==> src/source/axi_req_slice.sv <==
`timescale 1ns/1ps
`default_nettype none

module axi_req_slice #(
    parameter type req_t = logic
) (
    input  logic clk,
    input  logic rst_n,
    input  logic in_valid,
    output logic in_ready,
    input  req_t in_req,
    output logic out_valid,
    input  logic out_ready,
    output req_t out_req
);

    // Second entry catches the request taken while the output stalls
    logic skid_valid;
    req_t skid_req;
    logic accept;
    logic advance;

    assign accept  = in_valid && in_ready;
    assign advance = out_ready || !out_valid;

    always_ff @(posedge clk) begin
        if (!rst_n) begin
            out_valid  <= 1'b0;
            skid_valid <= 1'b0;
            in_ready   <= 1'b0;
        end else if (advance) begin
            // Output slot moves on, refill from skid first
            out_valid  <= skid_valid || accept;
            skid_valid <= 1'b0;
            in_ready   <= 1'b1;
        end else if (accept) begin
            // Both entries now full
            skid_valid <= 1'b1;
            in_ready   <= 1'b0;
        end
    end

    always_ff @(posedge clk) begin
        if (advance) begin
            out_req <= skid_valid ? skid_req : in_req;
        end
        if (!advance && accept) begin
            skid_req <= in_req;
        end
    end

endmodule

`default_nettype wire

==> config.mk <==
export PLATFORM = sky130hd
export DESIGN_NAME = axi_req_slice
export DESIGN_NICKNAME = d
export VERILOG_FILES = /design/src/source/axi_req_slice.sv
export SDC_FILE = /design/constraint.sdc
export NUM_CORES = 1
export LEC_CHECK = 0
export ABC_AREA = 1
export BUFFER_PORTS_ARGS = -buffer_cell sky130_fd_sc_hd__buf_2
export CAP_MARGIN = 30
export CORE_AREA = 2 2 39 41
export DETAILED_ROUTE_END_ITERATION = 10
export DIE_AREA = 0 0 41 43
export PLACE_DENSITY = 0.42
export RECOVER_POWER = 100
export SLEW_MARGIN = 20
export SYNTH_ARGS = -nofsm -noshare
export SYNTH_HDL_FRONTEND = slang
export SYNTH_SLANG_ARGS = --single-unit
==> constraint.sdc <==
create_clock -name clk -period 1.3 [get_ports clk]
set_clock_uncertainty 0.05 [all_clocks]
set_input_delay 0.26 -clock clk [delete_from_list [all_inputs] [get_ports clk]]
set_output_delay 0.26 -clock clk [all_outputs]
set_load 0.03 [all_outputs]
* Word-level counts from Yosys, hierarchy flattened
Index checks and enable logic that the tools add are counted.
Cells by class: multiplexer cells 3, bitwise logic cells 1, reductions and logical operators 8
Operator list (count):
- $mux 1 | 3
- $logic_and 1x1->1 | 2
- $logic_not 1->1 | 2
- $logic_or 1x1->1 | 2
- $reduce_bool 2->1 | 1
- $reduce_or 2->1 | 1
- $not 1->1 | 1
Storage, ports and cells: flip-flop bits (word level) 5, logic and storage cells 17

* Logic depth before layout (Yosys ltp)
Gate-level depths: netlist (run 1).
word-level depth 4, mapped depth 4

* Worst setup path after synthesis (run 1)
Ideal clock, no wire load.
path kind reg2reg, start register out_valid, end register skid_req, enable pin, library setup time 295 ps, data arrival time 811 ps, data required time 955 ps, setup slack 144 ps, stages on the path, launching flop included 5, path buffers 0, clock period less this slack 1156 ps, path through dfxtp_1 inv_1 nor2_2 inv_2 nor2_2
On the way: cells in the longest elaborated chain, start to end 4
RTL lines:
- start, declared | RTL line 12 | output logic out_valid,
- start signal, assigned | RTL line 33 | out_valid <= skid_valid || accept;
- $logic_not 1->1 | RTL line 24 | assign advance = out_ready || !out_valid;
- $logic_or 1x1->1 | RTL line 24
- named net advance | RTL line 21 | logic advance;
- $logic_not 1->1 | RTL line 47 | if (!advance && accept) begin
- $logic_and 1x1->1 | RTL line 47
- end signal, assigned | RTL line 48 | skid_req <= in_req;
- end, declared | RTL line 19 | req_t skid_req;
The timed path passes the listed nets, and every way through them passes these cells. A chain may end at the register's enable or synchronous reset.

* Final worst setup path (run 1)
start register out_req, end output out_req
RTL lines:
- start, declared | RTL line 14 | output req_t out_req
- start signal, assigned | RTL line 45 | out_req <= skid_valid ? skid_req : in_req;
No word-level cell between the ends.

==> metrics, run 1 <==
Max Slew Vio Count=0; Hold Buf Count CTS=0; post-synth top area share=0.291; setup_tns=0 ps; IO buf count=7; multi-input logic area=56.3 µm²; Die H=43 µm; final wirelength=about 320 µm; Synth Area in Compound Gates=0.0242; global route overflow=0; share of power burned in the clock network=0.449; Max Fanout on Critical Path=1; Switching Fraction=0.227; Synth area leader=dfxtp_1; cells taking the most area after synthesis=dfxtp_1, edfxtp_1, nand2_1; logic gate share of total power=0.100; syn avg cell area=roughly 8.6 µm²; total global-route track usage=0.0564; DRC=0; fin crit share=0.888; pwr dens=about 1400 nW/µm²; Worst-Skew Late Latency=230 ps; min Tclk post-route=~1200 ps; clock buffer depth=2; root buffer cell=clkbuf_4; maximum level of the CTS H-tree=1; cell-internal power=299 µW; DR iter-0 viols=7; RSZ-0062 raised after global routing=no; initial antenna violation count=0; CP top delay family=flip-flops; Crit. End Element=output pin; Starting Density=0.149; CP Data Required Time=just under 1000 ps; Post-synth EDFFs=2; FP Rows=14; Ant. Diodes=0; most common cell in the netlist=nand2_1; fillers=between 150 and 200; main combinational cell family by area after synthesis=simple AND/OR/NAND/NOR gates; Fin. Hold Viols=0; hold slack=roughly 190 ps; simple-gate area share of the yosys netlist=0.285; Max-slew headroom=0.761; FF/Latch Area=between 100 and 150 µm²; Slew @ Worst Pin=~360 ps; vias per inst=about 3.5; Routed Antenna Nets=0; post-synthesis mux area share=0; CTS tree=built; worst path bufs/invs=1; Switch Pwr=87.8 µW; PostCTS Resize Cnt=0; critical path class=reg2out; fmax=just under 0.9 GHz; RD Place Congestion=0.640; Clk pin slew, worst setup/hold paths=roughly 40 ps; leakage=between 0.0001 and 0.00015 µW; Top-Level Pins=8; pin count of the biggest net entering global routing=4; XOR/XNOR Fraction of Synth Area=0; Post-Synth Adder-Cell Area=0; max cap viols=0; Setup violations, final=0; Synth Instances=24; Top FF cell, synth=dfxtp_1; yosys warns=0; die width=approximately 41 µm; status=complete, no violations; drt wl/cell=roughly 6.3 µm; CTS buffer count=3; fin nets=41; die area=1760 µm²; Synth top cells by count=nand2_1, inv_1, dfxtp_1; CP Cell Sequence=clkbuf_1; CP max-delay cell=edfxtp_1; post-CTS setup buffer count=0; Peak VDD IR=0.606 mV; global-route wire length before repair=between 600 and 700 µm; layout cells sized above 1=0.257; register area share after synthesis=0.582; slowest stage delay, CP=a little over 300 ps; synth unique cells=10; worst min-delay path class=in2reg; Core Area=~1400 µm²; Synth Net Count=29; ys async rst share=0; vias=177; Worst Path Arrival=approximately 840 ps; area delta synth->final=34.5%; crit start category=flip-flop; # clock sinks=5; synthesized cell area=~210 µm²; synthesized flop and latch total=5; Flop pwr share=0.451; number of global-route vias before repair=between 150 and 200; drt pass-1 iters=4
-- power by group through the flow --
stage | clock network (µW) | registers, µW | logic, µW
6_report | 174 | 174 | 38.7
5_1_grt | 192 | 175 | 43.5
3_5_place_dp | 0 | 177 | 42.5
4_1_cts | 184 | 174 | 42.7
3_3_place_gp | 0 | 177 | 42.7
2_1_floorplan | 0 | 190 | 13.5
-- logic make-up (layout without fill, tap and decap cells) --
logic type,after synthesis,count (layout)
and+or+nand+nor,12,12
buffers and inverters,6,17
DFF,5,5
AOI/OAI and AO/OA,1,1
-- cell usage in the layout (no fill, tap or decap) --
| master | n |
|---|---|
| clkbuf_1 | 3 |
| inv_1 | 5 |
| dfxtp_1 | 3 |
| nand2_1 | 7 |
| a21oi_1 | 1 |
| clkbuf_2 | 2 |
| nand2_2 | 1 |
| clkbuf_4 | 3 |
| nor2_1 | 3 |
| nand3b_1 | 1 |
| buf_2 | 3 |
| clkinv_1 | 1 |
| edfxtp_1 | 2 |
-- per-layer routing --
metal | up-vias | track usage | routed length, µm | share of wire
met5 | - | 0 | 0 | 0
met4 | 0 | 0 | 0 | 0
met3 | 0 | 0.0838 | 58 | 0.18
met2 | 10 | 0.0688 | 103 | 0.32
met1 | 73 | 0.0584 | 159 | 0.50
li1 | 94 | - | - | -
-- stage by stage --
step / setup slack (ps) / util / instances / power, µW / area [µm²]
3_3_place_gp: 313 / 0.189 / 47 / 220 / 262
6_report: 146 / 0.201 / 51 / 387 / 278
3_5_place_dp: 317 / 0.189 / 47 / 220 / 262
5_1_grt: 94.7 / 0.201 / 51 / 411 / 278
4_1_cts: 186 / 0.208 / 51 / 402 / 288
2_1_floorplan: 144 / - / 24 / 204 / 206
-- area by class of cell --
class | instances | area share
flip-flops and latches | 5 | 0.432
clock buffers | 4 | 0.0946
inverters | 6 | 0.0811
multi-input cells | 13 | 0.203
repair buffers | 7 | 0.117
well taps | 16 | 0.0721
-- worst paths after layout --
| kind | cells after the start | startpoint | to | slack (ps) |
|---|---|---|---|---|
| max reg2reg | 4 | out_valid | skid_req | 220 |
| max | 1 | out_req | out_req | 150 |
| min | 1 | in_req | skid_req | 190 |
| min reg2reg | 2 | in_ready | in_ready | 430 |
-- registers in the layout, summed over array words and instances, names as in the netlist --
signal / count
in_ready: 1
out_req: 1
skid_valid: 1
skid_req: 1
out_valid: 1
No activity file was read; power rests on OpenSTA's default activity.
==> run 2: changes to the inputs <==
==> constraint.sdc (replaced) <==
create_clock -name clk -period 1.3 [get_ports clk]
set_clock_uncertainty 0.05 [all_clocks]
set_input_delay 0.13 -clock clk [delete_from_list [all_inputs] [get_ports clk]]
set_output_delay 0.13 -clock clk [all_outputs]
set_load 0.03 [all_outputs]
==> metrics, run 2 (synthesis gave the netlist of run 1 again) <==
clock buffer depth=2 (unchanged); most common cell after layout, fill and taps aside=nand2_1; fin crit share=0.839 (-0.0487); FP Rows=14 (unchanged); drt wl/cell=6.84 µm (+8.7%); hold wc startpoint=in_req; Max Fanout on Critical Path=3 (+2); root buffer cell=clkbuf_4; Slew @ Worst Pin=362 ps (+2.72 ps); leakage=0.000125 µW (-5.0%); Worst-Skew Late Latency=240 ps (about the same); PostCTS Resize Cnt=0 (unchanged); setup_tns=0 ps (unchanged); global-route wire length before repair=517 µm (-15%); CP Data Required Time=1120 ps (+130 ps); area delta synth->final=34.5% (unchanged); Die H=43 µm (unchanged); placed cells=47 (unchanged); CP max-delay cell=dfxtp_1; CP startpoint=out_valid; drt pass-1 iters=2 (-2); fin nets=41 (unchanged); post-place instance area=262 µm² (unchanged); RD Place Congestion=0.614 (-4.0%); post-CTS setup buffer count=0 (unchanged); die width=41 µm (unchanged); Setup violations, final=0 (unchanged); CTS buffer count=3 (unchanged); CTS tree=built; Starting Density=0.149 (unchanged); Ant. Diodes=0 (unchanged); number of global-route vias before repair=145 (-13%); hold slack=56.4 ps (-131 ps); max cap viols=0 (unchanged); R2R Setup Slk=220 ps (about the same); R2R cell count=4 (unchanged); final wirelength=349 µm (+8.7%); Worst Path Arrival=910 ps (+70 ps); Crit. End Element=output pin; RSZ-0062 raised after global routing=no; Max-slew headroom=0.759 (-0.00180); min Tclk post-route=1090 ps (-63.3 ps); Peak VDD IR=0.326 mV (-46%); Routed Antenna Nets=0 (unchanged); hold endpoint=skid_req; fmax=0.917 GHz (+5.8%); worst min-delay path class=in2reg; final std cells w/o fill=51 (unchanged); die area=1760 µm² (unchanged); worst path bufs/invs=1 (unchanged); Max Slew Vio Count=0 (unchanged); design area=278 µm² (unchanged); hold depth=1 (unchanged); Fin. Hold Viols=0 (unchanged); CP Cell Sequence=clkbuf_1; # clock sinks=5 (unchanged); maximum level of the CTS H-tree=1 (unchanged); pin count of the biggest net entering global routing=4 (unchanged); DRC=0 (unchanged); initial antenna violation count=0 (unchanged); global route overflow=0 (unchanged); CP top delay family=flip-flops; total global-route track usage=0.0494 (-0.00700); slowest stage delay, CP=350 ps (+40 ps); layout cells sized above 1=0.229 (-0.0286); crit start category=flip-flop; IO buf count=7 (unchanged); R2R Path End=skid_req; vias per inst=3.18 (-8.5%); RR Startpoint=out_valid; DR iter-0 viols=2 (-5); Top-Level Pins=8 (unchanged); status=complete, no violations; critical path class=reg2out; Hold Buf Count CTS=0 (unchanged); most frequent cells in the layout=nand2_1, inv_1, clkbuf_1; Core Area=1380 µm² (unchanged); pwr dens=1420 nW/µm² (+1.6%); Post-DP HPWL=around 260 µm; Clk pin slew, worst setup/hold paths=50 ps (about the same); vias=162 (-8.5%)
## run 2: area by class of cell
class / count / area, µm²
Fill cell: 164 / 1110
Sequential cell: 5 / 120
Multi-Input combinational cell: 13 / 58.8
Timing Repair Buffer: 7 / 30.0
Clock buffer: 4 / 26.3
Inverter: 6 / 22.5
Tap cell: 16 / 20.0
## run 2: worst reg2reg max path: cells and delay by family, from the launching register on
kind          cells  cell delay, ps
flops             1             350
simple gates      2             220
buf+inv           2             170
## run 2: metrics by stage
| stage | worst slack (ps) | power [µW] | util |
|---|---|---|---|
| after floorplan | 144 | 204 | - |
| after global placement | 331 | 220 | 0.189 |
| after detailed placement | 329 | 220 | 0.189 |
| after CTS | 306 | 408 | 0.208 |
| after global routing | 171 | 412 | 0.201 |
| final | 209 | 393 | 0.201 |
## run 2: worst max path at each step
stage | end | slack (ps) | cells after the start
after floorplan | skid_req | 140 | 4
after global placement | skid_req | 330 | 4
after detailed placement | skid_req | 330 | 4
after CTS | in_ready | 310 | 1
after global routing | out_valid | 170 | 1
final | out_valid | 210 | 1
## run 2: layer usage
layer / vias to the layer above / GRT usage / part of all wire
met3: 0 / 0.0314 / 0.14
met1: 63 / 0.0586 / 0.52
met2: 8 / 0.0500 / 0.34
li1: 91 / - / -
met4: 0 / 0.0600 / 0
met5: - / 0 / 0
## run 2: report_power, final
group / internal [µW] / switching [µW]
sequential: 171 / 3.63
combinational: 11.6 / 26.6
clock: 116 / 64.5
==> run 3: changes to the inputs <==
PLACE_DENSITY = 0.43   (was 0.42)
clock period = 1 ns   (was 1.3 ns; I/O delays follow)
==> metrics, run 3 (synthesis gave the netlist of run 1 again) <==
status=complete, no violations; Max-slew headroom=0.897 (+0.137); met2 WL=152 µm (+30%); layout cells sized above 1=0.514 (+0.285); total global-route track usage=0.0504 (+0.00101); pin count of the biggest net entering global routing=4 (unchanged); met1 WL=156 µm (-14%); Setup violations, final=0 (unchanged); CP Data Required Time=910 ps (-210 ps); crit start category=flip-flop; initial antenna violation count=0 (unchanged); design area=315 µm² (+14%); setup_tns=0 ps (unchanged); fin nets=43 (+4.9%); logic gate share of total power=0.121 (+0.024); final std cells w/o fill=53 (+3.9%); Switch Pwr=124 µW (+31%); met3 routed WL=45 µm (-10%); uppermost layer routed=met3; # clock sinks=5 (unchanged); Worst-Skew Late Latency=240 ps (about the same); Post-DP HPWL=261 µm (-1.1%); drt pass-1 iters=4 (+2); cell-internal power=397 µW (+33%); DR iter-0 viols=3 (+1); Clk pin slew, worst setup/hold paths=40 ps (about the same); hold slack=32.5 ps (-23.9 ps); Core Area=1380 µm² (unchanged); vias per inst=3.40 (+6.9%); Tot Pwr=521 µW (+33%); Routed Antenna Nets=0 (unchanged); Switching Fraction=0.238 (-0.00273); die area=1760 µm² (unchanged); most common cell after layout, fill and taps aside=buf_2; RD Place Congestion=0.596 (-2.9%); FP Rows=14 (unchanged); Peak VDD IR=0.490 mV (+50%); drt wl/cell=6.68 µm (-2.4%); leakage=0.000146 µW (+18%); maximum level of the CTS H-tree=1 (unchanged); global-route wire length before repair=572 µm (+11%); vias=180 (+11%); Ant. Diodes=0 (unchanged); Slew @ Worst Pin=156 ps (-206 ps); min Tclk post-route=965 ps; post-place instance area=267 µm² (+1.9%); global route overflow=0 (unchanged); Starting Density=0.149 (unchanged); Max Slew Vio Count=0 (unchanged); die width=41 µm (unchanged); fin crit share=0.965; final wirelength=354 µm (+1.4%); most frequent cells in the layout=buf_2, nand2_1, inv_1, clkbuf_4; area delta synth->final=52.7%; pwr dens=1650 nW/µm² (+17%); CTS buffer count=3 (unchanged); CTS tree=built; number of global-route vias before repair=159 (+9.7%); share of power burned in the clock network=0.443 (-0.016); Flop pwr share=0.436 (-0.008); placed cells=47 (unchanged); root buffer cell=clkbuf_4; critical path class=reg2reg; DRC=0 (unchanged); clock buffer depth=2 (unchanged); max cap viols=0 (unchanged); fmax=between 1 and 1.5 GHz; Crit. End Element=flip-flop; fillers=158 (-3.7%); IO buf count=7 (unchanged); Top-Level Pins=8 (unchanged); Die H=43 µm (unchanged); Fin. Hold Viols=0 (unchanged); Max Fanout on Critical Path=3 (unchanged); Worst Path Arrival=870 ps (-40 ps); worst min-delay path class=in2reg
==> run 3: cell types whose count changed in the layout (fill, tap and decap cells not counted), sizes merged <==
cell	delta
clkbuf	-4
buf	+5
clkinv	-1
dlygate4sd3	+1
inv	+1
==> run 3: critical path, stage by stage (launching register included) <==
cell     delay (ps)
dfxtp_4         340
inv_2            40
nor2_4          110
inv_2            50
nor2_2           90
==> run 3: stage by stage <==
stage          worst slack [ps]  utilization
3_5_place_dp               48.0        0.193
6_report                   35.4        0.228
2_1_floorplan            -0.220            -
3_3_place_gp               57.5        0.193
4_1_cts                    45.9        0.219
5_1_grt                   -9.26        0.228
==> run 3: what timing repair did <==
| item | CTS | global route |
|---|---|---|
| setup endpoints to repair | 0 | 1 |
| hold buffers | 1 | 0 |
| resized for setup | 0 | 2 |
| setup buffers | 0 | 1 |
| endpoints found under the hold margin | 1 | 0 |
==> run 3: layout make-up <==
class                      count  area (µm²)  area share
timing repair buffer           9        52.6       0.167
tap                           16        20.0      0.0635
multi-input combinational     13        68.8       0.218
inverter                       6        22.5      0.0714
sequential                     5         125       0.397
clock buffer                   4        26.3      0.0833
==> run 3: per-layer routing <==
metal,up-vias,global-route usage
met5,-,0
met4,0,0.0400
met3,0,0.0314
met2,8,0.0500
met1,75,0.0717
li1,97,-
==> run 3: power groups by stage <==
stage | combinational (µW) | sequential (µW) | clock, µW
2_1_floorplan | 17.6 | 248 | 0
3_3_place_gp | 56.2 | 230 | 0
3_5_place_dp | 55.4 | 230 | 0
4_1_cts | 58.7 | 227 | 242
5_1_grt | 69.1 | 228 | 251
6_report | 63.3 | 227 | 231
==> run 3: worst paths after layout <==
path	slack, ps	depth (start not counted)	end	from
min	30	3	in_ready	rst_n
max reg2reg	40	4	skid_req	out_valid
max	40	4	skid_req	out_valid
min reg2reg	420	2	in_ready	in_ready
