[config.mk]
export PLATFORM = sky130hd
export DESIGN_NAME = axi_exclusive_monitor_flat
export DESIGN_NICKNAME = d
export VERILOG_FILES = /design/src/source/axi_excl_pkg.sv /design/src/source/axi_link_if.sv /design/src/source/axi_exclusive_monitor.sv /design/src/flat_wrapper.sv
export VERILOG_INCLUDE_DIRS = /design/src /design/src/source
export SDC_FILE = /design/constraint.sdc
export NUM_CORES = 1
export LEC_CHECK = 0
export BUFFER_PORTS_ARGS = -buffer_cell sky130_fd_sc_hd__buf_2
export CORE_MARGIN = 5
export CORE_UTILIZATION = 30
export DETAILED_ROUTE_END_ITERATION = 7
export HOLD_SLACK_MARGIN = 0.08
export PLACE_DENSITY = 0.64
export SETUP_SLACK_MARGIN = 0.5
export SLEW_MARGIN = 10
export SYNTH_ARGS = -nofsm -noshare
export SYNTH_HDL_FRONTEND = slang
export SYNTH_SLANG_ARGS = --single-unit
[constraint.sdc]
create_clock -name clk -period 2 [get_ports clk]
set_input_delay 0.1 -clock clk [delete_from_list [all_inputs] [get_ports clk]]
set_output_delay 0.1 -clock clk [all_outputs]
set_load 0.05 [all_outputs]
[src/source/axi_excl_settings.svh]
`ifndef AXI_EXCL_SETTINGS_SVH
`define AXI_EXCL_SETTINGS_SVH

// Byte address and data bus widths
`define AXI_EXCL_ADDR_WIDTH 32
`define AXI_EXCL_DATA_WIDTH 32
`define AXI_EXCL_STRB_WIDTH (`AXI_EXCL_DATA_WIDTH / 8)

// Transaction ID width
`define AXI_EXCL_ID_WIDTH 4

// Words in the on-chip memory
`define AXI_EXCL_MEM_WORDS 256

`endif
[src/source/axi_excl_pkg.sv]
`default_nettype none
`include "axi_excl_settings.svh"

package axi_excl_pkg;

    // AXI response codes as carried on BRESP and RRESP
    typedef enum logic [1:0] {
        OKAY   = 2'b00,
        EXOKAY = 2'b01,
        SLVERR = 2'b10,
        DECERR = 2'b11
    } axi_resp_e;

    // Single-beat write request
    typedef struct packed {
        logic [`AXI_EXCL_ID_WIDTH-1:0]   id;
        logic [`AXI_EXCL_ADDR_WIDTH-1:0] addr;
        logic                            lock;
    } axi_aw_req_t;

    // Single-beat read request
    typedef struct packed {
        logic [`AXI_EXCL_ID_WIDTH-1:0]   id;
        logic [`AXI_EXCL_ADDR_WIDTH-1:0] addr;
        logic                            lock;
    } axi_ar_req_t;

endpackage

`default_nettype wire

[src/source/axi_link_if.sv]
`timescale 1ns/1ps
`default_nettype none
`include "axi_excl_settings.svh"

interface axi_link_if;

    // Write request and data
    logic                             awvalid;
    logic                             awready;
    axi_excl_pkg::axi_aw_req_t        aw;
    logic                             wvalid;
    logic                             wready;
    logic [`AXI_EXCL_DATA_WIDTH-1:0]  wdata;
    logic [`AXI_EXCL_STRB_WIDTH-1:0]  wstrb;

    // Write response
    logic                             bvalid;
    logic                             bready;
    axi_excl_pkg::axi_resp_e          bresp;
    logic [`AXI_EXCL_ID_WIDTH-1:0]    bid;

    // Read request and data
    logic                             arvalid;
    logic                             arready;
    axi_excl_pkg::axi_ar_req_t        ar;
    logic                             rvalid;
    logic                             rready;
    axi_excl_pkg::axi_resp_e          rresp;
    logic [`AXI_EXCL_DATA_WIDTH-1:0]  rdata;
    logic [`AXI_EXCL_ID_WIDTH-1:0]    rid;

    modport host (
        output awvalid, aw, wvalid, wdata, wstrb, bready, arvalid, ar, rready,
        input  awready, wready, bvalid, bresp, bid, arready, rvalid, rresp, rdata, rid
    );

    modport device (
        input  awvalid, aw, wvalid, wdata, wstrb, bready, arvalid, ar, rready,
        output awready, wready, bvalid, bresp, bid, arready, rvalid, rresp, rdata, rid
    );

endinterface

`default_nettype wire

[src/source/axi_exclusive_monitor.sv]
`timescale 1ns/1ps
`default_nettype none
`include "axi_excl_settings.svh"

module axi_exclusive_monitor (
    input  logic                            clk,
    input  logic                            rst_n,

    // Requests from the slices
    input  logic                            aw_valid,
    output logic                            aw_ready,
    input  axi_excl_pkg::axi_aw_req_t       aw_req,
    input  logic                            ar_valid,
    output logic                            ar_ready,
    input  axi_excl_pkg::axi_ar_req_t       ar_req,

    // CPU write data and response
    input  logic                            wvalid,
    output logic                            wready,
    input  logic [`AXI_EXCL_DATA_WIDTH-1:0] wdata,
    input  logic [`AXI_EXCL_STRB_WIDTH-1:0] wstrb,
    output logic                            bvalid,
    input  logic                            bready,
    output axi_excl_pkg::axi_resp_e         bresp,
    output logic [`AXI_EXCL_ID_WIDTH-1:0]   bid,

    // CPU read response
    output logic                            rvalid,
    input  logic                            rready,
    output axi_excl_pkg::axi_resp_e         rresp,
    output logic [`AXI_EXCL_DATA_WIDTH-1:0] rdata,
    output logic [`AXI_EXCL_ID_WIDTH-1:0]   rid,

    axi_link_if.host                        mem
);

    typedef enum logic [1:0] {
        st_idle,
        st_read,
        st_write
    } state_e;

    state_e state;
    logic   aw_done;
    logic   w_done;
    logic   ar_done;

    // Current transaction
    logic                            cur_lock;
    logic                            cur_fail;
    logic [`AXI_EXCL_ADDR_WIDTH-1:0] cur_addr;

    // The single reservation
    logic                            resv_valid;
    logic [`AXI_EXCL_ADDR_WIDTH-1:0] resv_addr;

    logic wr_active;
    logic rd_active;
    logic lock_fail;
    logic wr_fail;
    logic aw_hs;
    logic w_hs;
    logic ar_hs;
    logic b_hs;
    logic r_hs;

    // Writes win when both requests show up in idle
    assign wr_active = (state == st_write) || (state == st_idle && aw_valid);
    assign rd_active = (state == st_read) || (state == st_idle && !aw_valid && ar_valid);

    // Locked write without a matching reservation must not reach memory
    assign lock_fail = aw_req.lock && !(resv_valid && resv_addr == aw_req.addr);
    assign wr_fail   = aw_done ? cur_fail : lock_fail;

    // AW and W forwarding
    assign mem.awvalid = wr_active && !aw_done && aw_valid;
    assign mem.aw      = aw_req;
    assign aw_ready    = wr_active && !aw_done && mem.awready;

    assign mem.wvalid  = wr_active && !w_done && wvalid;
    assign mem.wdata   = wdata;
    assign mem.wstrb   = wr_fail ? '0 : wstrb;
    assign wready      = wr_active && !w_done && mem.wready;

    // B returns once both halves of the write went out
    assign bvalid      = (state == st_write) && aw_done && w_done && mem.bvalid;
    assign mem.bready  = (state == st_write) && aw_done && w_done && bready;
    assign bid         = mem.bid;

    // AR forwarding and R return
    assign mem.arvalid = rd_active && !ar_done && ar_valid;
    assign mem.ar      = ar_req;
    assign ar_ready    = rd_active && !ar_done && mem.arready;

    assign rvalid      = (state == st_read) && ar_done && mem.rvalid;
    assign mem.rready  = (state == st_read) && ar_done && rready;
    assign rdata       = mem.rdata;
    assign rid         = mem.rid;

    assign aw_hs = mem.awvalid && mem.awready;
    assign w_hs  = mem.wvalid && mem.wready;
    assign ar_hs = mem.arvalid && mem.arready;
    assign b_hs  = bvalid && bready;
    assign r_hs  = rvalid && rready;

    // Only a clean OKAY is promoted, error codes pass through
    always_comb begin
        bresp = mem.bresp;
        if (mem.bresp == axi_excl_pkg::OKAY && cur_lock && !cur_fail) begin
            bresp = axi_excl_pkg::EXOKAY;
        end
    end

    always_comb begin
        rresp = mem.rresp;
        if (mem.rresp == axi_excl_pkg::OKAY && cur_lock) begin
            rresp = axi_excl_pkg::EXOKAY;
        end
    end

    always_ff @(posedge clk) begin
        if (!rst_n) begin
            state      <= st_idle;
            aw_done    <= 1'b0;
            w_done     <= 1'b0;
            ar_done    <= 1'b0;
            resv_valid <= 1'b0;
        end else begin
            case (state)
                st_idle: begin
                    if (aw_valid) begin
                        state <= st_write;
                    end else if (ar_valid) begin
                        state <= st_read;
                    end
                end
                st_write: begin
                    if (b_hs) begin
                        state <= st_idle;
                    end
                end
                st_read: begin
                    if (r_hs) begin
                        state <= st_idle;
                    end
                end
                default: state <= st_idle;
            endcase

            if (aw_hs) begin
                aw_done <= 1'b1;
            end
            if (w_hs) begin
                w_done <= 1'b1;
            end
            if (ar_hs) begin
                ar_done <= 1'b1;
            end

            if (b_hs) begin
                aw_done <= 1'b0;
                w_done  <= 1'b0;
                // Any write to the reserved address ends the reservation
                if (resv_valid && resv_addr == cur_addr) begin
                    resv_valid <= 1'b0;
                end
            end

            if (r_hs) begin
                ar_done <= 1'b0;
                if (cur_lock) begin
                    resv_valid <= 1'b1;
                end
            end
        end
    end

    always_ff @(posedge clk) begin
        if (aw_hs) begin
            cur_lock <= aw_req.lock;
            cur_addr <= aw_req.addr;
            cur_fail <= lock_fail;
        end
        if (ar_hs) begin
            cur_lock <= ar_req.lock;
            cur_addr <= ar_req.addr;
        end
        if (r_hs && cur_lock) begin
            resv_addr <= cur_addr;
        end
    end

endmodule

`default_nettype wire

[src/flat_wrapper.sv]
// flat-port wrapper written by rule: the top's interface ports become plain ports
module axi_exclusive_monitor_flat 
  (clk, rst_n, aw_valid, aw_ready, aw_req, ar_valid, ar_ready, ar_req, wvalid, wready, wdata, wstrb, bvalid, bready, bresp, bid, rvalid, rready, rresp, rdata, rid, mem_awvalid, mem_aw, mem_wvalid, mem_wdata, mem_wstrb, mem_bready, mem_arvalid, mem_ar, mem_rready, mem_awready, mem_wready, mem_bvalid, mem_bresp, mem_bid, mem_arready, mem_rvalid, mem_rresp, mem_rdata, mem_rid);
  axi_link_if mem_i ();
  input  logic clk;
  input  logic rst_n;
  input  logic aw_valid;
  output logic aw_ready;
  input  axi_excl_pkg::axi_aw_req_t aw_req;
  input  logic ar_valid;
  output logic ar_ready;
  input  axi_excl_pkg::axi_ar_req_t ar_req;
  input  logic wvalid;
  output logic wready;
  input  logic [`AXI_EXCL_DATA_WIDTH-1:0] wdata;
  input  logic [`AXI_EXCL_STRB_WIDTH-1:0] wstrb;
  output logic bvalid;
  input  logic bready;
  output axi_excl_pkg::axi_resp_e bresp;
  output logic [`AXI_EXCL_ID_WIDTH-1:0] bid;
  output logic rvalid;
  input  logic rready;
  output axi_excl_pkg::axi_resp_e rresp;
  output logic [`AXI_EXCL_DATA_WIDTH-1:0] rdata;
  output logic [`AXI_EXCL_ID_WIDTH-1:0] rid;
  output wire logic [$bits(mem_i.awvalid)-1:0] mem_awvalid;
  output wire logic [$bits(mem_i.aw)-1:0] mem_aw;
  output wire logic [$bits(mem_i.wvalid)-1:0] mem_wvalid;
  output wire logic [$bits(mem_i.wdata)-1:0] mem_wdata;
  output wire logic [$bits(mem_i.wstrb)-1:0] mem_wstrb;
  output wire logic [$bits(mem_i.bready)-1:0] mem_bready;
  output wire logic [$bits(mem_i.arvalid)-1:0] mem_arvalid;
  output wire logic [$bits(mem_i.ar)-1:0] mem_ar;
  output wire logic [$bits(mem_i.rready)-1:0] mem_rready;
  input wire logic [$bits(mem_i.awready)-1:0] mem_awready;
  input wire logic [$bits(mem_i.wready)-1:0] mem_wready;
  input wire logic [$bits(mem_i.bvalid)-1:0] mem_bvalid;
  input wire logic [$bits(mem_i.bresp)-1:0] mem_bresp;
  input wire logic [$bits(mem_i.bid)-1:0] mem_bid;
  input wire logic [$bits(mem_i.arready)-1:0] mem_arready;
  input wire logic [$bits(mem_i.rvalid)-1:0] mem_rvalid;
  input wire logic [$bits(mem_i.rresp)-1:0] mem_rresp;
  input wire logic [$bits(mem_i.rdata)-1:0] mem_rdata;
  input wire logic [$bits(mem_i.rid)-1:0] mem_rid;
  assign mem_awvalid = mem_i.awvalid;
  assign mem_aw = mem_i.aw;
  assign mem_wvalid = mem_i.wvalid;
  assign mem_wdata = mem_i.wdata;
  assign mem_wstrb = mem_i.wstrb;
  assign mem_bready = mem_i.bready;
  assign mem_arvalid = mem_i.arvalid;
  assign mem_ar = mem_i.ar;
  assign mem_rready = mem_i.rready;
  assign mem_i.awready = mem_awready;
  assign mem_i.wready = mem_wready;
  assign mem_i.bvalid = mem_bvalid;
  assign mem_i.bresp = mem_bresp;
  assign mem_i.bid = mem_bid;
  assign mem_i.arready = mem_arready;
  assign mem_i.rvalid = mem_rvalid;
  assign mem_i.rresp = mem_rresp;
  assign mem_i.rdata = mem_rdata;
  assign mem_i.rid = mem_rid;
  axi_exclusive_monitor u_core (.clk(clk), .rst_n(rst_n), .aw_valid(aw_valid), .aw_ready(aw_ready), .aw_req(aw_req), .ar_valid(ar_valid), .ar_ready(ar_ready), .ar_req(ar_req), .wvalid(wvalid), .wready(wready), .wdata(wdata), .wstrb(wstrb), .bvalid(bvalid), .bready(bready), .bresp(bresp), .bid(bid), .rvalid(rvalid), .rready(rready), .rresp(rresp), .rdata(rdata), .rid(rid), .mem(mem_i));
endmodule
Word level (Yosys, flattened, before mapping)
Index checks and enable logic that the tools add are counted.
Storage, ports and cells
  bits in registers: 72
  input bits: 166
  word-level logic and storage cells: 80
Cells by class
  equality and inequality tests: 7
  muxes and demuxes: 17
  bitwise gates (word level): 1
  reductions and logical operators: 46
Operators by type and width (count)
  $eq A32 B32 Y1: 2
  $mux W32: 2
  $logic_and A1 B1 Y1: 31
  $mux W2: 6
  $mux W1: 7
  $logic_not A1 Y1: 6
  $logic_not A2 Y1: 3
  $pmux W2 S3: 1
  $mux W4: 1
  $ne A2 B1 Y1 const B: 2
  $reduce_or A2 Y1: 2
  $ne A3 B3 Y1 const B: 1
  $reduce_and A3 Y1: 1
  $eq A2 B1 Y1 const B: 1
  $eq A2 B2 Y1 const B: 1
  $logic_or A1 B1 Y1: 2
  $reduce_bool A2 Y1: 1
  $not A1 Y1: 1

Logic depth before layout (Yosys ltp)
Gate-level depths: netlist of run 1.
  depth after elaboration: 8
  gate-level depth with buffers: 6
  depth with buffers taken out: 5

Worst setup path after synthesis of run 1
No wires, ideal clock.
  kind: register to register
  from: register u_core.state[0]
  to: register u_core.cur_addr[0] (enable)
  arrival time: 2887 ps
  path slack: -1283 ps
  cell stages (with the launch flop): 5
  cell sequence: dfxtp_1 o21bai_1 nor3b_1 and2_1 nand2b_1
On the way
  elaborated cells on any way between the ends: 15
  those cells by class: 2 x eq/ne; 13 x reduce/logical
RTL lines
  from (decl): RTL line axi_exclusive_monitor.sv:43  | state_e state;
  from (signal assigned): RTL line axi_exclusive_monitor.sv:123  | state <= st_idle;
  from (signal assigned): RTL line axi_exclusive_monitor.sv:132  | state <= st_write;
  from (signal assigned): RTL line axi_exclusive_monitor.sv:134  | state <= st_read;
  $logic_not A2 Y1: RTL line axi_exclusive_monitor.sv:68  | assign wr_active = (state == st_write) || (state == st_idle && aw_valid);
  $logic_and A1 B1 Y1: RTL line axi_exclusive_monitor.sv:68
  $logic_or A1 B1 Y1 (*): RTL line axi_exclusive_monitor.sv:68
  $logic_and A1 B1 Y1 (*) (2 in a row): RTL line axi_exclusive_monitor.sv:76  | assign mem.awvalid = wr_active && !aw_done && aw_valid;
  $logic_and A1 B1 Y1 (*): RTL line axi_exclusive_monitor.sv:100  | assign aw_hs = mem.awvalid && mem.awready;
  net u_core.aw_hs: RTL line axi_exclusive_monitor.sv:61  | logic aw_hs;
  $reduce_bool A2 Y1 (no line) (*)
  to (signal assigned): RTL line axi_exclusive_monitor.sv:181  | cur_addr <= aw_req.addr;
  to (signal assigned): RTL line axi_exclusive_monitor.sv:186  | cur_addr <= ar_req.addr;
  to (decl): RTL line axi_exclusive_monitor.sv:51  | logic [`AXI_EXCL_ADDR_WIDTH-1:0] cur_addr;
The timed path passes the listed nets; every way through them passes the cells marked *.
A chain may end at the register's enable or synchronous reset.

Worst setup path in the final report of run 1
  from: register u_core.resv_addr[24]
  to: output port mem_wstrb[2]
On the way
  word-level cells in the longest chain between the ends: 6
RTL lines
  from (decl): RTL line axi_exclusive_monitor.sv:55  | logic [`AXI_EXCL_ADDR_WIDTH-1:0] resv_addr;
  from (signal assigned): RTL line axi_exclusive_monitor.sv:189  | resv_addr <= cur_addr;
  $eq A32 B32 Y1: RTL line axi_exclusive_monitor.sv:72  | assign lock_fail = aw_req.lock && !(resv_valid && resv_addr == aw_req.addr);
  $logic_and A1 B1 Y1: RTL line axi_exclusive_monitor.sv:72
  $logic_not A1 Y1: RTL line axi_exclusive_monitor.sv:72
  $logic_and A1 B1 Y1: RTL line axi_exclusive_monitor.sv:72
  $mux W1: RTL line axi_exclusive_monitor.sv:73  | assign wr_fail = aw_done ? cur_fail : lock_fail;
  $mux W4: RTL line axi_exclusive_monitor.sv:82  | assign mem.wstrb = wr_fail ? '0 : wstrb;
  to (decl): RTL line flat_wrapper.sv:30  | output wire logic [$bits(mem_i.wstrb)-1:0] mem_wstrb;
Every way passes these cells.

==> results.rst, run 1 <==
.. list-table::
   :header-rows: 1

   * - Metric
     - Value
   * - Fraction of synthesized cell area in xor and xnor cells
     - 0.117
   * - Element type at the critical path end
     - primary output
   * - Worst Slack Setup Final
     - -213 ps
   * - Static leakage power
     - 2.79 nW
   * - FF/Latch Area
     - 2110 sq um
   * - Number of distinct library cell variants in the gate-level netlist after synthesis
     - 34
   * - Adder-cell area share of the yosys netlist
     - 0
   * - HPWL after detailed placement
     - 11700 um
   * - Pin slew with the least headroom to its limit
     - 400 ps
   * - Synthesized flop and latch total
     - 72
   * - EDFF count, synth
     - 66
   * - Vias after detailed routing
     - 3204
   * - Number of cells after detailed placement
     - 612
   * - TritonCTS clock tree
     - done
   * - Worst path top cell family by delay
     - simple AND/OR/NAND/NOR gates
   * - Routed len/inst
     - 23.2 um
   * - Path category of the worst min-delay check
     - in -> reg
   * - Total buffers and inverters traversed by the critical path
     - 2
   * - Antenna diode instance count
     - 0
   * - Weighted congestion at the end of routability-driven global placement
     - 0.798
   * - Final number of max-transition violations
     - 0
   * - Die height
     - 135 um
   * - Finish-stage setup viols
     - 4
   * - Failing checks
     - setup timing
   * - Area of the core region
     - 15200 sq um
   * - Status
     - finished with violations
   * - Max Buffers Root-to-Sink
     - 2
   * - Largest incremental delay on the critical path
     - 420 ps
   * - First-pass iteration count of the detailed router
     - 4
   * - # DRC
     - 0
   * - Global-route wire length before repair
     - 22000 um
   * - Post-layout nets
     - 671
   * - Maximum number of pins on one net before global-route repair
     - 18
   * - P&R area growth vs syn
     - 36.9%
   * - Highest-delay cell along the critical path
     - sky130_fd_sc_hd__edfxtp_1
   * - Initial standard-cell utilization of the core
     - 0.306
   * - Port Buffer Count
     - 169
   * - Proportion of register bits with asynchronous set or reset after synthesis
     - 0
   * - Final worst path period share
     - 1.11
   * - Maximum net fanout on the critical path
     - 5
   * - CP startpoint kind
     - flip-flop
   * - CP cell instances
     - or2b_1, nand3_1, nor4_2, nand3_2, buf_12, o41ai_4, buf_6
   * - Number of sinks handled by clock tree synthesis
     - 72
   * - Proportion of layout cells with a drive suffix above 1
     - 0.620
   * - Boundary pin count
     - 330
   * - Combined area of the multi-input logic cells
     - 1840 sq um
   * - Power density over the cells
     - 703 nW/um^2
   * - Final-layout fill cell count
     - 1413
   * - Overall global routing resource usage
     - 0.167
   * - Arrival time at the worst endpoint
     - 2110 ps
   * - Max Clock Skew
     - 3.57 ps
   * - Final total negative setup slack
     - -741 ps
   * - Total power of the final layout
     - 4.48 mW
   * - Fraction of the core area covered by cells at the end of the flow
     - 0.419
   * - CTS Root Cell
     - sky130_fd_sc_hd__clkbuf_16
   * - RSZ-0062 raised after global routing
     - yes
   * - Number of standard-cell rows in the floorplan
     - 45
   * - Critical Setup Path Class
     - reg -> out
   * - Synthesis warning total
     - 0
   * - Mapped Area
     - 4650 sq um
   * - WL final
     - 16200 um
   * - Share of cell area taken by muxes after synthesis
     - 0.0820
   * - Average cell area after synthesis
     - 11.5 sq um
   * - Antenna violations before repair
     - 2
   * - Initial drt markers
     - 137
   * - Final hold violation count
     - 0
   * - Combinational family with the most area after synthesis
     - buffers and inverters
   * - Clock slew at reported path FFs
     - 60 ps
   * - Worst supply voltage drop on vdd
     - 0.525 mV
   * - Min Clock Period, post-route
     - 2210 ps
   * - Endpoint required time on the critical path
     - 1900 ps
   * - Fraction of the mapped netlist area in simple logic gates
     - 0.0688
   * - Clock buffer count from CTS
     - 9
   * - Overflow left after global routing
     - 0
   * - Die boundary width
     - 135 um
   * - Maximum Capacitance Violations
     - 0
   * - Max Clock Freq
     - 0.452 GHz
   * - Normalized max-slew margin
     - 0.733
   * - Sequential element share of the synthesized area
     - 0.452
   * - Post-synthesis cell count
     - 403
   * - Via density per instance
     - 4.59
   * - Vias in the first global route
     - 3427
   * - Net count after synthesis
     - 569
   * - Prevailing post-synth register cell
     - sky130_fd_sc_hd__edfxtp_1
   * - Post-Place Worst Slack
     - -43.6 ps
   * - Biggest regs
     - u_core.cur_addr x32, u_core.resv_addr x32, u_core.state x2
   * - Fraction of the mapped netlist area in compound gates
     - 0.0280
   * - Antenna-violating nets left
     - 0
   * - Area enclosed by the die boundary
     - 18100 sq um
   * - H-tree depth
     - 3
   * - Non-filler cells, final
     - 698
   * - Clock insertion delay at the later pin of the skew report
     - 340 ps
-- worst reg2reg max path: stages (launching register included) --
cell and delay (ps):
sky130_fd_sc_hd__edfxtp_1 460, sky130_fd_sc_hd__xnor2_2 190, sky130_fd_sc_hd__nand4_1 140, sky130_fd_sc_hd__nor2_2 150, sky130_fd_sc_hd__o2111ai_4 240, sky130_fd_sc_hd__buf_4 220
sky130_fd_sc_hd__o21a_1 180
-- where the power goes --
group          internal, mW  total [mW]  leakage [nW]  switching [mW]
clock network         0.964        1.60         0.146           0.632
logic                 0.484        1.12          1.99           0.637
registers              1.71        1.76         0.653          0.0454
total                  3.16        4.48          2.79            1.32
-- cell usage after synthesis (all sizes together), types with 5 or more instances --
master | count | share of area
nor4 | 7 | 0.0094
mux2 | 33 | 0.080
inv | 9 | 0.0073
nand2 | 10 | 0.0086
buf | 150 | 0.24
nand4 | 9 | 0.012
xor2 | 26 | 0.049
nor2 | 10 | 0.0086
xnor2 | 36 | 0.068
edfxtp | 66 | 0.43
dfxtp | 6 | 0.026
and2 | 5 | 0.0067
-- logic make-up (layout without fill, tap and decap cells) --
logic type,Yosys count,in the layout
compound gates,17,17
flops,72,72
xor+xnor,62,62
buf+inv,161,264
mux,34,34
simple gates,57,61
-- stage by stage --
step / hold WS, ps / area, sq um
2_1_floorplan: 235 / 4810
3_5_place_dp: 200 / 4820
6_report: 85.3 / 6370
4_1_cts: 80.5 / 6110
3_3_place_gp: 200 / 4820
5_1_grt: 84.3 / 6370
-- area by class of cell --
type                    instances  share of cell area
clock buffers                   9              0.0354
clock inverters                 7              0.0110
inverters                       9             0.00530
multi-input cells             174               0.289
flip-flops and latches         72               0.332
well taps                     188              0.0369
repair buffers                239               0.291
-- per-layer routing --
metal	global-route usage	wire, um	vias to the layer above
met4	0.0650	522	2
met2	0.308	8570	193
met1	0.161	5150	1510
met3	0.0775	1940	38
li1	-	-	1461
met5	0	11	-
-- worst paths after layout --
kind / cells after the start / end / from / slack [ps]
worst max register to register: 6 / u_core.cur_fail / u_core.resv_addr[4] / 180
worst min-delay path: 2 / u_core.cur_addr[7] / ar_req[8] / 90
worst min register to register: 0 / u_core.resv_addr[23] / u_core.cur_addr[23] / 470
worst max-delay path: 7 / mem_wstrb[2] / u_core.resv_addr[24] / -210
-- placed cells by master, fill, tap and decap left out, drive strengths merged, types with 4 or more instances in the layout --
cell type,Yosys,routed
a21oi,4,4
dfxtp,6,6
and3,3,7
edfxtp,66,66
nand2,10,10
xor2,26,26
clkbuf,2,10
and2,5,5
dlygate4sd3,0,23
clkinv,0,4
nor4,7,7
nand4,9,9
buf,150,215
xnor2,36,36
o41ai,4,4
nor2,10,10
inv,9,10
mux2,33,33
-- what timing repair did --
| item | 4_1_cts | 5_1_grt |
|---|---|---|
| hold buffers | 23 | 0 |
| pin swaps | 14 | 13 |
| gates cloned | 9 | 3 |
| endpoints found under the hold margin | 27 | 0 |
| setup buffers | 24 | 11 |
| setup endpoints to repair | 108 | 106 |
| resized for setup | 98 | 33 |
(Power assumes the default switching activity.)
==> inputs of run 2 (changes only) <==
- CAP_MARGIN: default -> 20
- PLACE_DENSITY: 0.64 -> 0.62
- clock period: 2 -> 2.8 ns (I/O delays scaled with it)
==> run 2 against run 1 <==
The run now ends clean. Global-route usage down 2.0 points. Critical path depth down 2. Utilization is 8.5 points lower. Routed wire length fell by 14%. Sequential power decreased by 29%. Sequential cell count unchanged. Design area decreased by 20%. Worst setup slack better by 720 ps. Largest cell class unchanged. Highest routed layer is now met4.
==> results.rst, run 2 (synthesized netlist as in run 1, its figures left out) <==
.. list-table::
   :header-rows: 1

   * - Metric
     - Value
   * - Status
     - completed (was finished with violations)
   * - Non-filler cells, final
     - 633 (was 698)
   * - HPWL after detailed placement
     - 11900 um (was 11700 um)
   * - Finish-stage setup viols
     - 0 (was 4)
   * - Post-Place Worst Slack
     - 731 ps (was -43.6 ps)
   * - Antenna-violating nets left
     - 0 (unchanged)
   * - Worst setup path startpoint
     - u_core.resv_addr[7] (was u_core.resv_addr[24])
   * - Final hold violation count
     - 0 (unchanged)
   * - Weighted congestion at the end of routability-driven global placement
     - 0.809 (was 0.798)
   * - Met3 wire len
     - 1940 um (about the same)
   * - Path category of the worst min-delay check
     - in -> reg (unchanged)
   * - Antenna violations before repair
     - 0 (was 2)
   * - Fin area
     - 5080 sq um (was 6370 sq um)
   * - Port Buffer Count
     - 169 (unchanged)
   * - WL final
     - 14000 um (was 16200 um)
   * - Die boundary width
     - 135 um (unchanged)
   * - CTS Root Cell
     - sky130_fd_sc_hd__clkbuf_16 (unchanged)
   * - Pin slew with the least headroom to its limit
     - 783 ps (was 400 ps)
   * - Worst r2r src
     - u_core.state[1] (was u_core.resv_addr[4])
   * - M1 WL
     - 4400 um (was 5150 um)
   * - Reg-to-reg endpoint
     - u_core.cur_addr[0] (was u_core.cur_fail)
   * - Maximum net fanout on the critical path
     - 5 (unchanged)
   * - CP cell instances
     - a221oi_2, and3_1, o2111ai_4, o41ai_1, buf_4 (was or2b_1, nand3_1, nor4_2, nand3_2, buf_12, o41ai_4, buf_6)
   * - Critical Path Stages
     - 5 (was 7)
   * - First-pass iteration count of the detailed router
     - 4 (unchanged)
   * - Proportion of layout cells with a drive suffix above 1
     - 0.535 (was 0.620)
   * - Total buffers and inverters traversed by the critical path
     - 1 (was 2)
   * - Boundary pin count
     - 330 (unchanged)
   * - Die height
     - 135 um (unchanged)
   * - Clock buffer count from CTS
     - 9 (unchanged)
   * - Highest-delay cell along the critical path
     - sky130_fd_sc_hd__edfxtp_1 (unchanged)
   * - Endpoint required time on the critical path
     - 2660 ps (was 1900 ps)
   * - Area enclosed by the die boundary
     - 18100 sq um (unchanged)
   * - Via density per instance
     - 4.47 (was 4.59)
   * - P&R area growth vs syn
     - 9.22% (was 36.9%)
   * - Max Clock Freq
     - 0.437 GHz
   * - Power density over the cells
     - 576 nW/um^2 (was 703 nW/um^2)
   * - Max Clock Skew
     - 4.76 ps (was 3.57 ps)
   * - Number of sinks handled by clock tree synthesis
     - 72 (unchanged)
   * - Area of the core region
     - 15200 sq um (unchanged)
   * - Static leakage power
     - 2.09 nW (was 2.79 nW)
   * - Max Buffers Root-to-Sink
     - 2 (unchanged)
   * - Post-layout nets
     - 606 (was 671)
   * - Worst path top cell family by delay
     - compound AO/OA/AOI/OAI gates (was simple AND/OR/NAND/NOR gates)
   * - Register-to-Register Setup Slack
     - 750 ps (was 180 ps)
   * - Worst Slack Setup Final
     - 511 ps (was -213 ps)
   * - Final worst path period share
     - 0.817
   * - Final total negative setup slack
     - 0 ps (was -741 ps)
   * - Critical Setup Path Class
     - reg -> out (unchanged)
   * - Element type at the critical path end
     - primary output (unchanged)
   * - CP startpoint kind
     - flip-flop (unchanged)
   * - Vias in the first global route
     - 3064 (was 3427)
   * - Final number of max-transition violations
     - 0 (unchanged)
   * - Routed len/inst
     - 22.0 um (was 23.2 um)
   * - Clock insertion delay at the later pin of the skew report
     - 330 ps (was 340 ps)
   * - Normalized max-slew margin
     - 0.478 (was 0.733)
   * - Initial standard-cell utilization of the core
     - 0.306 (unchanged)
   * - Number of cells after detailed placement
     - 610 (was 612)
   * - Worst supply voltage drop on vdd
     - 0.317 mV (was 0.525 mV)
   * - Routed length on met2
     - 7340 um (was 8570 um)
   * - FF-to-FF path depth
     - 5 (was 6)
   * - Overall global routing resource usage
     - 0.146 (was 0.167)
   * - Top Metal Used
     - met4 (was met5)
   * - Overflow left after global routing
     - 0 (unchanged)
   * - Cell Area, Placed
     - 4630 sq um (was 4820 sq um)
   * - Global-route wire length before repair
     - 19500 um (was 22000 um)
   * - TritonCTS clock tree
     - done (unchanged)
   * - Biggest regs
     - u_core.cur_addr x32, u_core.resv_addr x32, u_core.state x2 (unchanged)
   * - RSZ-0062 raised after global routing
     - yes (unchanged)
   * - Commonest non-fill, non-tap cells in the layout
     - 165 x sky130_fd_sc_hd__buf_2, 66 x sky130_fd_sc_hd__edfxtp_1, 34 x sky130_fd_sc_hd__xnor2_1, 33 x sky130_fd_sc_hd__mux2_2, 26 x sky130_fd_sc_hd__xor2_1 (was 156 x sky130_fd_sc_hd__buf_2, 66 x sky130_fd_sc_hd__edfxtp_1, 33 x sky130_fd_sc_hd__mux2_4, 32 x sky130_fd_sc_hd__xnor2_1, 26 x sky130_fd_sc_hd__xor2_1)
   * - Maximum Capacitance Violations
     - 0 (unchanged)
   * - Initial drt markers
     - 116 (was 137)
   * - Most common library cell in the layout ignoring fill and taps
     - sky130_fd_sc_hd__buf_2 (unchanged)
   * - Clock slew at reported path FFs
     - 60 ps (about the same)
   * - Min Clock Period, post-route
     - 2290 ps
   * - Vias after detailed routing
     - 2828 (was 3204)
   * - Arrival time at the worst endpoint
     - 2150 ps (was 2110 ps)
   * - # DRC
     - 0 (unchanged)
   * - Maximum number of pins on one net before global-route repair
     - 35 (was 18)
   * - Number of standard-cell rows in the floorplan
     - 45 (unchanged)
   * - H-tree depth
     - 3 (unchanged)
   * - Startpoint of the lowest-slack hold path
     - rst_n (was ar_req[8])
   * - Largest incremental delay on the critical path
     - 470 ps (was 420 ps)
   * - Antenna diode instance count
     - 0 (unchanged)
   * - Timing endpoint of the critical path
     - mem_wstrb[1] (was mem_wstrb[2])
[run 2: worst min-delay path: stages]
cell                      delay, ps
sky130_fd_sc_hd__buf_2          140
sky130_fd_sc_hd__o21ai_0         80
sky130_fd_sc_hd__a21oi_1         40
[run 2: per-stage QoR]
stage                     hold WS [ps]   util  power (mW)
after CTS                          104  0.327        2.95
after global placement             280  0.305        1.83
after global routing               112  0.334        3.03
final                              117  0.334        2.93
after detailed placement           280  0.305        1.84
after floorplan                    278      -        2.02
[run 2: routing by layer]
metal / GRT usage / vias to the layer above
li1: - / 1315
met1: 0.142 / 1307
met2: 0.263 / 183
met3: 0.0786 / 23
met4: 0.0537 / 0
met5: 0 / -
[run 2: power by group]
part | internal, mW | switching (mW) | leakage [nW]
sequential | 1.22 | 0.0304 | 0.651
clock | 0.679 | 0.424 | 0.138
combinational | 0.178 | 0.391 | 1.30
total | 2.08 | 0.845 | 2.09
[run 2: worst min-delay path by stage]
stage / to / cells after the start
2_1_floorplan: u_core.resv_valid / 2
3_3_place_gp: mem_wdata[7] / 0
6_report: u_core.resv_valid / 3
3_5_place_dp: mem_wdata[7] / 0
4_1_cts: u_core.resv_valid / 3
5_1_grt: u_core.resv_valid / 3
[run 2: final cells by class]
type	count	area (sq um)
clock buffer	9	225
clock inverter	7	62.6
fill	1521	10100
inverter	9	33.8
multi-input combinational	170	1470
sequential	72	2100
tap	188	235
timing repair buffer	178	950
[run 2: timing repair]
item / CTS / global route
buffers inserted: 2 / 4
pin swaps: 0 / 2
resized for setup: 6 / 11
hold endpoints to repair: 1 / 0
hold buffers: 1 / 0
endpoints found under the setup margin: 4 / 4
